`config.mk`:
```
export PLATFORM = sky130hd
export DESIGN_NAME = lsu_top
export DESIGN_NICKNAME = d
export VERILOG_FILES = /design/src/hw/lsu_pkg.sv /design/src/hw/lsu_fsm.sv /design/src/hw/lsu_load_extract.sv /design/src/hw/lsu_store_align.sv /design/src/hw/lsu_top.sv /design/src/hw/lsu_writeback.sv
export SDC_FILE = /design/constraint.sdc
export NUM_CORES = 1
export LEC_CHECK = 0
export ABC_AREA = 1
export BUFFER_PORTS_ARGS = -buffer_cell sky130_fd_sc_hd__buf_2
export CAP_MARGIN = 10
export CORE_MARGIN = 2
export CORE_UTILIZATION = 51
export CTS_CLUSTER_DIAMETER = 100
export DETAILED_ROUTE_END_ITERATION = 6
export PLACE_DENSITY = 0.95
export RECOVER_POWER = 25
export SETUP_SLACK_MARGIN = 0.05
export SYNTH_ARGS = -nofsm -noshare
export SYNTH_HDL_FRONTEND = slang
export SYNTH_SLANG_ARGS = --single-unit
export TNS_END_PERCENT = 10
```
`constraint.sdc`:
```
create_clock -name clock -period 5 [get_ports clock]
set_input_delay 1 -clock clock [delete_from_list [all_inputs] [get_ports clock]]
set_output_delay 1 -clock clock [all_outputs]
set_load 0.02 [all_outputs]
```
`src/hw/lsu_pkg.sv`:
```
package lsu_pkg;

  // Data and address width
  parameter int XLEN = 32;

  // Instruction kinds handed over by execute
  typedef enum logic [1:0] {
    KIND_ALU   = 2'd0,
    KIND_LOAD  = 2'd1,
    KIND_STORE = 2'd2
  } inst_kind_e;

  // Load funct3 codes
  localparam logic [2:0] LB  = 3'b000;
  localparam logic [2:0] LH  = 3'b001;
  localparam logic [2:0] LW  = 3'b010;
  localparam logic [2:0] LBU = 3'b100;
  localparam logic [2:0] LHU = 3'b101;

  // Store funct3 codes
  localparam logic [2:0] SB  = 3'b000;
  localparam logic [2:0] SH  = 3'b001;
  localparam logic [2:0] SW  = 3'b010;

  localparam logic [1:0] AXI_RESP_OKAY = 2'b00;

  // --------------------------------------------------
  // Stage payloads
  // --------------------------------------------------
  typedef struct packed {
    inst_kind_e      kind;
    logic [2:0]      funct3;
    logic [XLEN-1:0] addr;   // result value for ALU kind
    logic [XLEN-1:0] wdata;
    logic [4:0]      rd;
  } lsu_req_t;

  typedef struct packed {
    logic [4:0]      rd;
    logic [XLEN-1:0] data;
    logic            rd_we;
    logic            fault;
  } wb_res_t;

  // --------------------------------------------------
  // AXI4 channel payloads
  // --------------------------------------------------
  typedef struct packed {
    logic [3:0]      id;
    logic [XLEN-1:0] addr;
    logic [2:0]      size;
  } axi_aw_t;

  typedef struct packed {
    logic [3:0]      id;
    logic [XLEN-1:0] addr;
    logic [2:0]      size;
  } axi_ar_t;

  typedef struct packed {
    logic [XLEN-1:0] data;
    logic [3:0]      strb;
    logic            last;
  } axi_w_t;

  typedef struct packed {
    logic [3:0] id;
    logic [1:0] resp;
  } axi_b_t;

  typedef struct packed {
    logic [3:0]      id;
    logic [XLEN-1:0] data;
    logic [1:0]      resp;
    logic            last;
  } axi_r_t;

  // Byte, half and word map straight onto AXI size 0, 1, 2
  function automatic logic [2:0] funct3_to_size(input logic [2:0] funct3);
    return {1'b0, funct3[1:0]};
  endfunction

endpackage

```
`src/hw/lsu_fsm.sv`:
```
`timescale 1ns/1ps

module lsu_fsm (
  input  logic             clock,
  input  logic             reset,

  // Upstream handshake from execute
  input  logic             req_valid_i,
  output logic             req_ready_o,
  input  lsu_pkg::lsu_req_t req_i,

  // Downstream handshake to writeback
  output logic             res_valid_o,
  input  logic             res_ready_i,

  // Captured request for the datapath blocks
  output lsu_pkg::lsu_req_t req_q_o,

  // AW channel
  output logic             aw_valid_o,
  input  logic             aw_ready_i,

  // W channel
  output logic             w_valid_o,
  input  logic             w_ready_i,

  // B channel
  input  logic             b_valid_i,
  output logic             b_ready_o,

  // AR channel
  output logic             ar_valid_o,
  input  logic             ar_ready_i,

  // R channel
  input  logic             r_valid_i,
  input  logic             r_last_i,
  output logic             r_ready_o,

  // Capture strobes for the result register
  output logic             acc_alu_o,
  output logic             r_done_o,
  output logic             b_done_o
);

  typedef enum logic [2:0] {
    IDLE      = 3'd0,
    WAIT_AR   = 3'd1,
    WAIT_R    = 3'd2,
    WAIT_AW   = 3'd3,
    WAIT_W    = 3'd4,
    WAIT_B    = 3'd5,
    WAIT_POST = 3'd6
  } state_e;

  state_e            cur_state;
  state_e            next_state;
  logic              accept;
  lsu_pkg::lsu_req_t req_q;

  // --------------------------------------------------
  // Handshake and strobe decode
  // --------------------------------------------------
  assign req_ready_o = (cur_state == IDLE);
  assign res_valid_o = (cur_state == WAIT_POST);

  assign aw_valid_o  = (cur_state == WAIT_AW);
  assign w_valid_o   = (cur_state == WAIT_W);
  assign b_ready_o   = (cur_state == WAIT_B);
  assign ar_valid_o  = (cur_state == WAIT_AR);
  assign r_ready_o   = (cur_state == WAIT_R);

  assign accept    = req_valid_i && req_ready_o;
  assign acc_alu_o = accept && (req_i.kind == lsu_pkg::KIND_ALU);
  assign r_done_o  = r_valid_i && r_ready_o && r_last_i;
  assign b_done_o  = b_valid_i && b_ready_o;

  assign req_q_o = req_q;

  // --------------------------------------------------
  // State register
  // --------------------------------------------------
  always_ff @(posedge clock or negedge reset) begin
    if (!reset) begin
      cur_state <= IDLE;
    end else begin
      cur_state <= next_state;
    end
  end

  // Request stays put until the stage is idle again
  always_ff @(posedge clock) begin
    if (accept) begin
      req_q <= req_i;
    end
  end

  // --------------------------------------------------
  // Next state
  // --------------------------------------------------
  always_comb begin
    next_state = cur_state;
    case (cur_state)
      IDLE: begin
        if (req_valid_i) begin
          case (req_i.kind)
            lsu_pkg::KIND_LOAD:  next_state = WAIT_AR;
            lsu_pkg::KIND_STORE: next_state = WAIT_AW;
            default:             next_state = WAIT_POST;
          endcase
        end
      end
      // Load path
      WAIT_AR: begin
        if (ar_ready_i) begin
          next_state = WAIT_R;
        end
      end
      WAIT_R: begin
        if (r_valid_i && r_last_i) begin
          next_state = WAIT_POST;
        end
      end
      // Store path, address first then data
      WAIT_AW: begin
        if (aw_ready_i) begin
          next_state = WAIT_W;
        end
      end
      WAIT_W: begin
        if (w_ready_i) begin
          next_state = WAIT_B;
        end
      end
      WAIT_B: begin
        if (b_valid_i) begin
          next_state = WAIT_POST;
        end
      end
      // Hold the result until writeback takes it
      WAIT_POST: begin
        if (res_ready_i) begin
          next_state = IDLE;
        end
      end
      default: next_state = IDLE;
    endcase
  end

endmodule

```
`src/hw/lsu_load_extract.sv`:
```
`timescale 1ns/1ps

module lsu_load_extract #(
  parameter logic [3:0] AXI_ID = 4'd0
) (
  input  lsu_pkg::lsu_req_t         req_q_i,
  output lsu_pkg::axi_ar_t          ar_o,
  input  logic [lsu_pkg::XLEN-1:0]  r_data_i,
  output logic [lsu_pkg::XLEN-1:0]  load_data_o
);

  logic [4:0]               shamt;
  logic [lsu_pkg::XLEN-1:0] shifted;

  // --------------------------------------------------
  // Read address channel
  // --------------------------------------------------
  assign ar_o.id   = AXI_ID;
  assign ar_o.addr = req_q_i.addr;
  assign ar_o.size = lsu_pkg::funct3_to_size(req_q_i.funct3);

  // --------------------------------------------------
  // Lane extraction
  // --------------------------------------------------

  // Byte offset in bits
  assign shamt   = {req_q_i.addr[1:0], 3'b000};
  assign shifted = r_data_i >> shamt;

  always_comb begin
    case (req_q_i.funct3)
      lsu_pkg::LB: begin
        load_data_o = {{24{shifted[7]}}, shifted[7:0]};
      end
      lsu_pkg::LH: begin
        load_data_o = {{16{shifted[15]}}, shifted[15:0]};
      end
      lsu_pkg::LBU: begin
        load_data_o = {24'd0, shifted[7:0]};
      end
      lsu_pkg::LHU: begin
        load_data_o = {16'd0, shifted[15:0]};
      end
      lsu_pkg::LW: begin
        load_data_o = shifted;
      end
      // Unused codes, treat as word
      default: begin
        load_data_o = shifted;
      end
    endcase
  end

endmodule

```
`src/hw/lsu_store_align.sv`:
```
`timescale 1ns/1ps

module lsu_store_align #(
  parameter logic [3:0] AXI_ID = 4'd0
) (
  input  lsu_pkg::lsu_req_t req_q_i,
  output lsu_pkg::axi_aw_t  aw_o,
  output lsu_pkg::axi_w_t   w_o
);

  logic [lsu_pkg::XLEN-1:0] lane_data;
  logic [3:0]               strb_base;
  logic [1:0]               byte_off;

  assign byte_off = req_q_i.addr[1:0];

  // --------------------------------------------------
  // Lane replication and strobe width
  // --------------------------------------------------
  always_comb begin
    case (req_q_i.funct3)
      lsu_pkg::SB: begin
        lane_data = {4{req_q_i.wdata[7:0]}};
        strb_base = 4'b0001;
      end
      lsu_pkg::SH: begin
        lane_data = {2{req_q_i.wdata[15:0]}};
        strb_base = 4'b0011;
      end
      lsu_pkg::SW: begin
        lane_data = req_q_i.wdata;
        strb_base = 4'b1111;
      end
      default: begin
        lane_data = req_q_i.wdata;
        strb_base = 4'b1111;
      end
    endcase
  end

  // Address channel
  assign aw_o.id   = AXI_ID;
  assign aw_o.addr = req_q_i.addr;
  assign aw_o.size = lsu_pkg::funct3_to_size(req_q_i.funct3);

  // Data channel, always a single beat
  assign w_o.data = lane_data;
  assign w_o.strb = strb_base << byte_off;
  assign w_o.last = 1'b1;

endmodule

```
`src/hw/lsu_top.sv`:
```
`timescale 1ns/1ps

module lsu_top #(
  parameter logic [3:0] AXI_ID = 4'd0
) (
  input  logic              clock,
  input  logic              reset,

  // Stage handshakes
  input  logic              req_valid_i,
  output logic              req_ready_o,
  input  lsu_pkg::lsu_req_t req_i,
  output logic              res_valid_o,
  input  logic              res_ready_i,
  output lsu_pkg::wb_res_t  res_o,

  // AXI4 master port
  output lsu_pkg::axi_aw_t  aw_o,
  output logic              aw_valid_o,
  input  logic              aw_ready_i,
  output lsu_pkg::axi_w_t   w_o,
  output logic              w_valid_o,
  input  logic              w_ready_i,
  input  lsu_pkg::axi_b_t   b_i,
  input  logic              b_valid_i,
  output logic              b_ready_o,
  output lsu_pkg::axi_ar_t  ar_o,
  output logic              ar_valid_o,
  input  logic              ar_ready_i,
  input  lsu_pkg::axi_r_t   r_i,
  input  logic              r_valid_i,
  output logic              r_ready_o
);

  lsu_pkg::lsu_req_t        req_q;
  logic                     acc_alu;
  logic                     r_done;
  logic                     b_done;
  logic [lsu_pkg::XLEN-1:0] load_data;

  lsu_fsm u_fsm (
    .clock       (clock),
    .reset       (reset),
    .req_valid_i (req_valid_i),
    .req_ready_o (req_ready_o),
    .req_i       (req_i),
    .res_valid_o (res_valid_o),
    .res_ready_i (res_ready_i),
    .req_q_o     (req_q),
    .aw_valid_o  (aw_valid_o),
    .aw_ready_i  (aw_ready_i),
    .w_valid_o   (w_valid_o),
    .w_ready_i   (w_ready_i),
    .b_valid_i   (b_valid_i),
    .b_ready_o   (b_ready_o),
    .ar_valid_o  (ar_valid_o),
    .ar_ready_i  (ar_ready_i),
    .r_valid_i   (r_valid_i),
    .r_last_i    (r_i.last),
    .r_ready_o   (r_ready_o),
    .acc_alu_o   (acc_alu),
    .r_done_o    (r_done),
    .b_done_o    (b_done)
  );

  lsu_store_align #(
    .AXI_ID (AXI_ID)
  ) u_store_align (
    .req_q_i (req_q),
    .aw_o    (aw_o),
    .w_o     (w_o)
  );

  lsu_load_extract #(
    .AXI_ID (AXI_ID)
  ) u_load_extract (
    .req_q_i     (req_q),
    .ar_o        (ar_o),
    .r_data_i    (r_i.data),
    .load_data_o (load_data)
  );

  lsu_writeback u_writeback (
    .clock       (clock),
    .reset       (reset),
    .req_q_i     (req_q),
    .req_i       (req_i),
    .acc_alu_i   (acc_alu),
    .r_done_i    (r_done),
    .b_done_i    (b_done),
    .load_data_i (load_data),
    .r_resp_i    (r_i.resp),
    .b_resp_i    (b_i.resp),
    .res_o       (res_o)
  );

endmodule

```
`src/hw/lsu_writeback.sv`:
```
`timescale 1ns/1ps

module lsu_writeback (
  input  logic                     clock,
  input  logic                     reset,

  // Captured request and the live upstream request
  input  lsu_pkg::lsu_req_t        req_q_i,
  input  lsu_pkg::lsu_req_t        req_i,

  // Capture strobes from the FSM
  input  logic                     acc_alu_i,
  input  logic                     r_done_i,
  input  logic                     b_done_i,

  // Load data and bus responses
  input  logic [lsu_pkg::XLEN-1:0] load_data_i,
  input  logic [1:0]               r_resp_i,
  input  logic [1:0]               b_resp_i,

  output lsu_pkg::wb_res_t         res_o
);

  lsu_pkg::wb_res_t res_q;

  assign res_o = res_q;

  // --------------------------------------------------
  // Result register
  // --------------------------------------------------
  always_ff @(posedge clock or negedge reset) begin
    if (!reset) begin
      res_q <= '0;
    end else if (acc_alu_i) begin
      // ALU value rides in the addr field
      res_q.rd    <= req_i.rd;
      res_q.data  <= req_i.addr;
      res_q.rd_we <= 1'b1;
      res_q.fault <= 1'b0;
    end else if (r_done_i) begin
      res_q.rd    <= req_q_i.rd;
      res_q.data  <= load_data_i;
      res_q.rd_we <= 1'b1;
      res_q.fault <= (r_resp_i != lsu_pkg::AXI_RESP_OKAY);
    end else if (b_done_i) begin
      // Stores write no register
      res_q.rd    <= req_q_i.rd;
      res_q.data  <= '0;
      res_q.rd_we <= 1'b0;
      res_q.fault <= (b_resp_i != lsu_pkg::AXI_RESP_OKAY);
    end
  end

endmodule

```
# Yosys cells after proc, flatten, opt, wreduce, memory -nomap -nowiden

Index checks and enable logic that the tools add are counted.

Bits in registers: 114
Bits in latches: 0
Memory bits (writable): 0
ROM bits: 0
Output and inout port bits: 161
Word-level logic and storage cells: 57
Memories kept: 0

$add $sub $neg: 0
Multipliers: 0
Divide/modulo/power cells: 0
Order comparisons: 0
Equality and inequality tests: 18
Shift-type cells: 2
Muxes and demuxes: 15
Bitwise gates (word level): 0
Reduce and logical (&&, ||, !) cells: 13

Operator list:

| operator                                       | count |
|---|---|
| one-hot mux 32 bit (4 select lines)            | 1 |
| two-way mux 39 bit                             | 3 |
| one-hot mux 32 bit (2 select lines)            | 1 |
| right shift 32 x 5 -> 32 bit                   | 1 |
| two-way mux 3 bit                              | 7 |
| one-hot mux 3 bit (7 select lines)             | 1 |
| == test 3 bit (second input constant)          | 5 |
| != test 2 x 1 -> 1 bit (second input constant) | 4 |
| one-hot mux 4 bit (2 select lines)             | 1 |
| AND reduction 7 bit                            | 1 |
| == test 3 x 1 -> 1 bit (second input constant) | 2 |
| == test 3 x 2 -> 1 bit (second input constant) | 2 |
| logical AND 1 bit                              | 6 |
| logical NOT 3 bit                              | 2 |
| != test 2 bit (second input constant)          | 3 |
| one-hot mux 3 bit (2 select lines)             | 1 |
| nonzero test 2 bit                             | 2 |
| left shift 4 x 2 -> 4 bit                      | 1 |
| nonzero test 3 bit                             | 1 |
| == test 2 x 1 -> 1 bit (second input constant) | 1 |
| == test 2 bit (second input constant)          | 1 |
| logical NOT 2 bit                              | 1 |

# Depth between registers and ports, before layout

Depth in word-level cells: 5
Gate-level depth with buffers: 10
Gate-level depth less buffers: 9

# Hierarchy

Synthesis repeated with hierarchy kept, for this count alone.

Cells, all modules: 705
Area, all modules: 6,361.1 µm²

Modules (own cells, without submodules):

| module           | instances | cells an instance | area an instance (µm²) |
|---|---|---|---|
| lsu_fsm          | 1         | 137               | 2,601.2 |
| lsu_writeback    | 1         | 225               | 1,755.4 |
| lsu_load_extract | 1         | 198               | 1,217.4 |
| lsu_store_align  | 1         | 145               | 787.0 |

# Worst setup path after synthesis

Ideal clock, no wire load.

Kind: input to register
Start: in req_valid_i
End: reg u_writeback.res_q, in the netlist u_writeback.res_o[18]
Arrival time: 2.775 ns
Setup slack: 2.156 ns
Cell stages on the path: 8
Path buffers: 2
Cells stage by stage: inv_1 nor2_4 nand2_4 inv_4 buf_6 buf_6 nand2_1 nand3_1

Longest elaborated chain between the ends: 3
Elaborated cells between the ends (all ways): 4

Ends and longest elaborated chain:

| element                                                                   | RTL line            | source |
|---|---|---|
| start: declaration                                                        | lsu_top.sv:10       | `input logic req_valid_i,` |
| logical AND 1 bit *                                                       | lsu_fsm.sv:73       | `assign accept = req_valid_i && req_ready_o;` |
| via u_fsm.accept                                                          | lsu_fsm.sv:58       | `logic accept;` |
| logical AND 1 bit *                                                       | lsu_fsm.sv:74       | `assign acc_alu_o = accept && (req_i.kind == lsu_pkg::KIND_ALU);` |
| nonzero test 3 bit (no source line) or two-way mux 39 bit (tied branches) | n/a                 |  |
| end: declaration                                                          | lsu_writeback.sv:24 | `lsu_pkg::wb_res_t res_q;` |

Mark *: on every way through the listed nets, which the timed path passes. The rest lies on a longest branch.
A chain may end at the register's enable or synchronous reset.

==> impl_metrics.yaml <==
min_path:
  min_to: "u_writeback.res_o[1]$_DFFE_PN0P_"
  hold_depth: 2
  holdCritStartpoint: "u_writeback.res_o[1]$_DFFE_PN0P_"
  hp-class: "reg2reg"
critical_path:
  reg2reg_slack_ns: 2.33
  ff2ff_path_depth: 6
  r2r-end: "u_writeback.res_o[25]$_DFFE_PN0P_"
  timing.rr.start: "u_fsm.req_q_o[38]$_DFFE_PP_"
  cp.arrival_ns: 2.80
  cp-end-kind: "output pin"
  cp_max_fo: 20
  startpoint_type: "register"
  critPathKind: "reg2out"
  crit_required_ns: 4.00
clocking:
  clockBufferDepth: 2
  clk_root_buffer_cell: "clkbuf_16"
  htreeDepth: 4
  cts_setup_buffers: 0
  tritoncts: "done"
  ctsHoldBuffers: 0
  clk_pin_slew_ns: 0.05
  cts-buffers-inserted: 17
  cts.repair.resized: 0
  clock_latency_ns: 0.41
  numClockSinks: 114
timing:
  hold_viol_final: 0
  fmax_ghz: 0.263
  relSlewSlack_pct: -58.3
  rsz0062_at_grt: "false"
  layout_min_cycle_time_ns: 3.80
  tns_ns: 0
  finalCritPeriodShare_pct: 75.9
  maxSlewViolCount: 43
  finalSetupViolations: 0
  worst_slew_pin_slew_ns: 2.37
  skew_ns: 0.00964
finish:
  fillCellCount: 1011
  final_area_um2: 7570
  drive_gt1_share_pct: 33.0
  nets: 1026
  syn_to_final_growth_pct: 20.7
global_routing:
  grt-ovfl-total: 0
  grt_pass1_vias: 5432
  grt_usage_pct: 26.3
  grt_pass1_wl_um: 26200
  antenna_found_initial: 1
  grt_max_degree: 73
detailed_routing:
  drc: 0
  vias_per_cell: 5.22
  first_pass_iters: 5
  wl_met1_um: 6360
  ant_nets: 0
  route.met3.wl_um: 1460
  dr_wl_met2_um: 8910
  vias: 5515
  dr.first_iter.drc_count: 493
  postRouteWirelength_um: 17400
  wire_per_inst_um: 16.5
  highest_layer: "met4"
power:
  p_leak_nw: 3.89
  peakVddDrop_v: 0.000281
  power_mw: 4.24
  powerDensity_nw_per_um2: 560
placed_design:
  gp_congestion: 0.865
  port_buffers: 269
  placedInstanceArea_um2: 6990
  dp_hpwl_um: 12400
logic_synthesis:
  synthCells: 718
  synth_area_um2: 6280
  ys_warn_count: 0
  synth_flop_cell: "edfxtp_1"
  avgSynthCellArea_um2: 8.74
  ys_ff_latch: 114
  synthArstFlopShare_pct: 36.8
  synth_cell_types: 28
  synth_edf_count: 72
  synth-seq-area-share_pct: 51.2
die:
  die_h_um: 115
  die_area_um2: 13200
  initial_utilization_pct: 52.3
  rows: 40
  io_pins: 289
  dieWidth_um: 115
  core_um2: 12000
run:
  maxCapViolations: 1
status:
  violations: "capacitance limit, slew limit"
  outcome: "finished with violations"
where the power goes:
part	switching (mW)	internal, mW	total [mW]
Combinational	1.04	0.471	1.52
Sequential	0.172	1.30	1.48
Clock	0.410	0.843	1.25
cell usage in the layout (no fill, tap or decap), types with 4 or more instances in the layout:
cell type,Yosys,layout
nand2_2,4,4
o211ai_1,7,7
nand3_1,64,64
clkbuf_1,8,25
edfxtp_1,72,72
a21oi_1,12,12
bufinv_16,0,4
buf_2,14,248
dfrtp_1,42,42
nand2_1,245,245
inv_1,54,54
nand4_1,25,25
clkbuf_16,0,17
conb_1,2,11
inv_2,4,4
nor2_4,5,5
nor2_1,8,8
o21ai_0,38,38
cell families (layout without fill, tap and decap cells):
kind of cell	Yosys count	after routing	synth area share (%)
flip-flops	114	114	51.2
adder cells (fa/ha/maj)	2	2	0.399
XOR/XNOR	1	1	0.140
AO/OA/AOI/OAI	57	57	4.82
AND/OR/NAND/NOR	361	361	25.8
other	2	12	0.120
buffers and inverters	181	363	17.5
synth_stat cells (4+ instances only):
cell type  number  area (um2)
nand4_1        25         156
o211ai_1        7        52.6
nand3_1        64         320
buf_4          88         661
clkbuf_1        8        30.0
nor2_1          8        30.0
edfxtp_1       72        2160
buf_6           9         101
buf_2          14        70.1
nand2_1       245         920
nand2_2         4        25.0
inv_1          54         203
a21oi_1        12        60.1
nor2_4          5        56.3
dfrtp_1        42        1050
inv_2           4        15.0
o21ai_0        38         190
per-stage QoR:
stage | setup slack (ns) | std cells | utilization [%] | hold slack (ns)
5_1_grt | 1.00 | 1056 | 63.0 | 0.503
3_5_place_dp | 1.66 | 1024 | 58.2 | 0.465
6_report | 1.20 | 1057 | 63.1 | 0.478
4_1_cts | 1.20 | 1056 | 63.3 | 0.477
3_3_place_gp | 1.69 | 1024 | 58.2 | 0.459
2_1_floorplan | 2.16 | 727 | - | 0.527
worst max path at each step:
stage	start	end	slack, ns	depth (start not counted)
after floorplan	req_valid_i	u_writeback.res_o[18]$_DFFE_PN0P_	2.16	8
after detailed placement	u_fsm.req_q_o[70]$_DFFE_PP_	w_o[18]	1.66	8
final	u_fsm.req_q_o[70]$_DFFE_PP_	w_o[16]	1.20	8
after global routing	u_fsm.req_q_o[70]$_DFFE_PP_	w_o[17]	1.00	8
after CTS	u_fsm.req_q_o[70]$_DFFE_PP_	w_o[16]	1.20	8
after global placement	u_fsm.req_q_o[70]$_DFFE_PP_	w_o[13]	1.69	5
layer usage:
metal  vias up  track usage (%)
met3        50             5.96
met2       305             46.5
met1      2555             29.3
met4         0             14.6
li1       2605                -
met5         -                0
critical path, cell delays in order, from the launching register on:
cell	delay, ns
edfxtp_1	0.69
inv_4	0.19
nand2_1	0.42
nor2_1	0.30
inv_1	0.19
o21ai_0	0.23
inv_1	0.09
o21ai_0	0.08
buf_2	0.20
cell type report:
class / instances / area [um2] / area share (%)
inverters: 60 / 230 / 3.04
well taps: 147 / 184 / 2.43
diodes: 1 / 2.50 / 0.0330
multi-input cells: 432 / 2000 / 26.4
repair buffers: 271 / 1340 / 17.6
clock buffers: 22 / 454 / 6.00
flip-flops and latches: 114 / 3210 / 42.4
clock inverters: 10 / 158 / 2.08
registers in the layout (all words and copies together), names as in the netlist:
register	cells
u_fsm.req_q_o	72
u_writeback.res_o	39
u_fsm.cur_state	3
No activity file was read; power rests on OpenSTA's default activity.
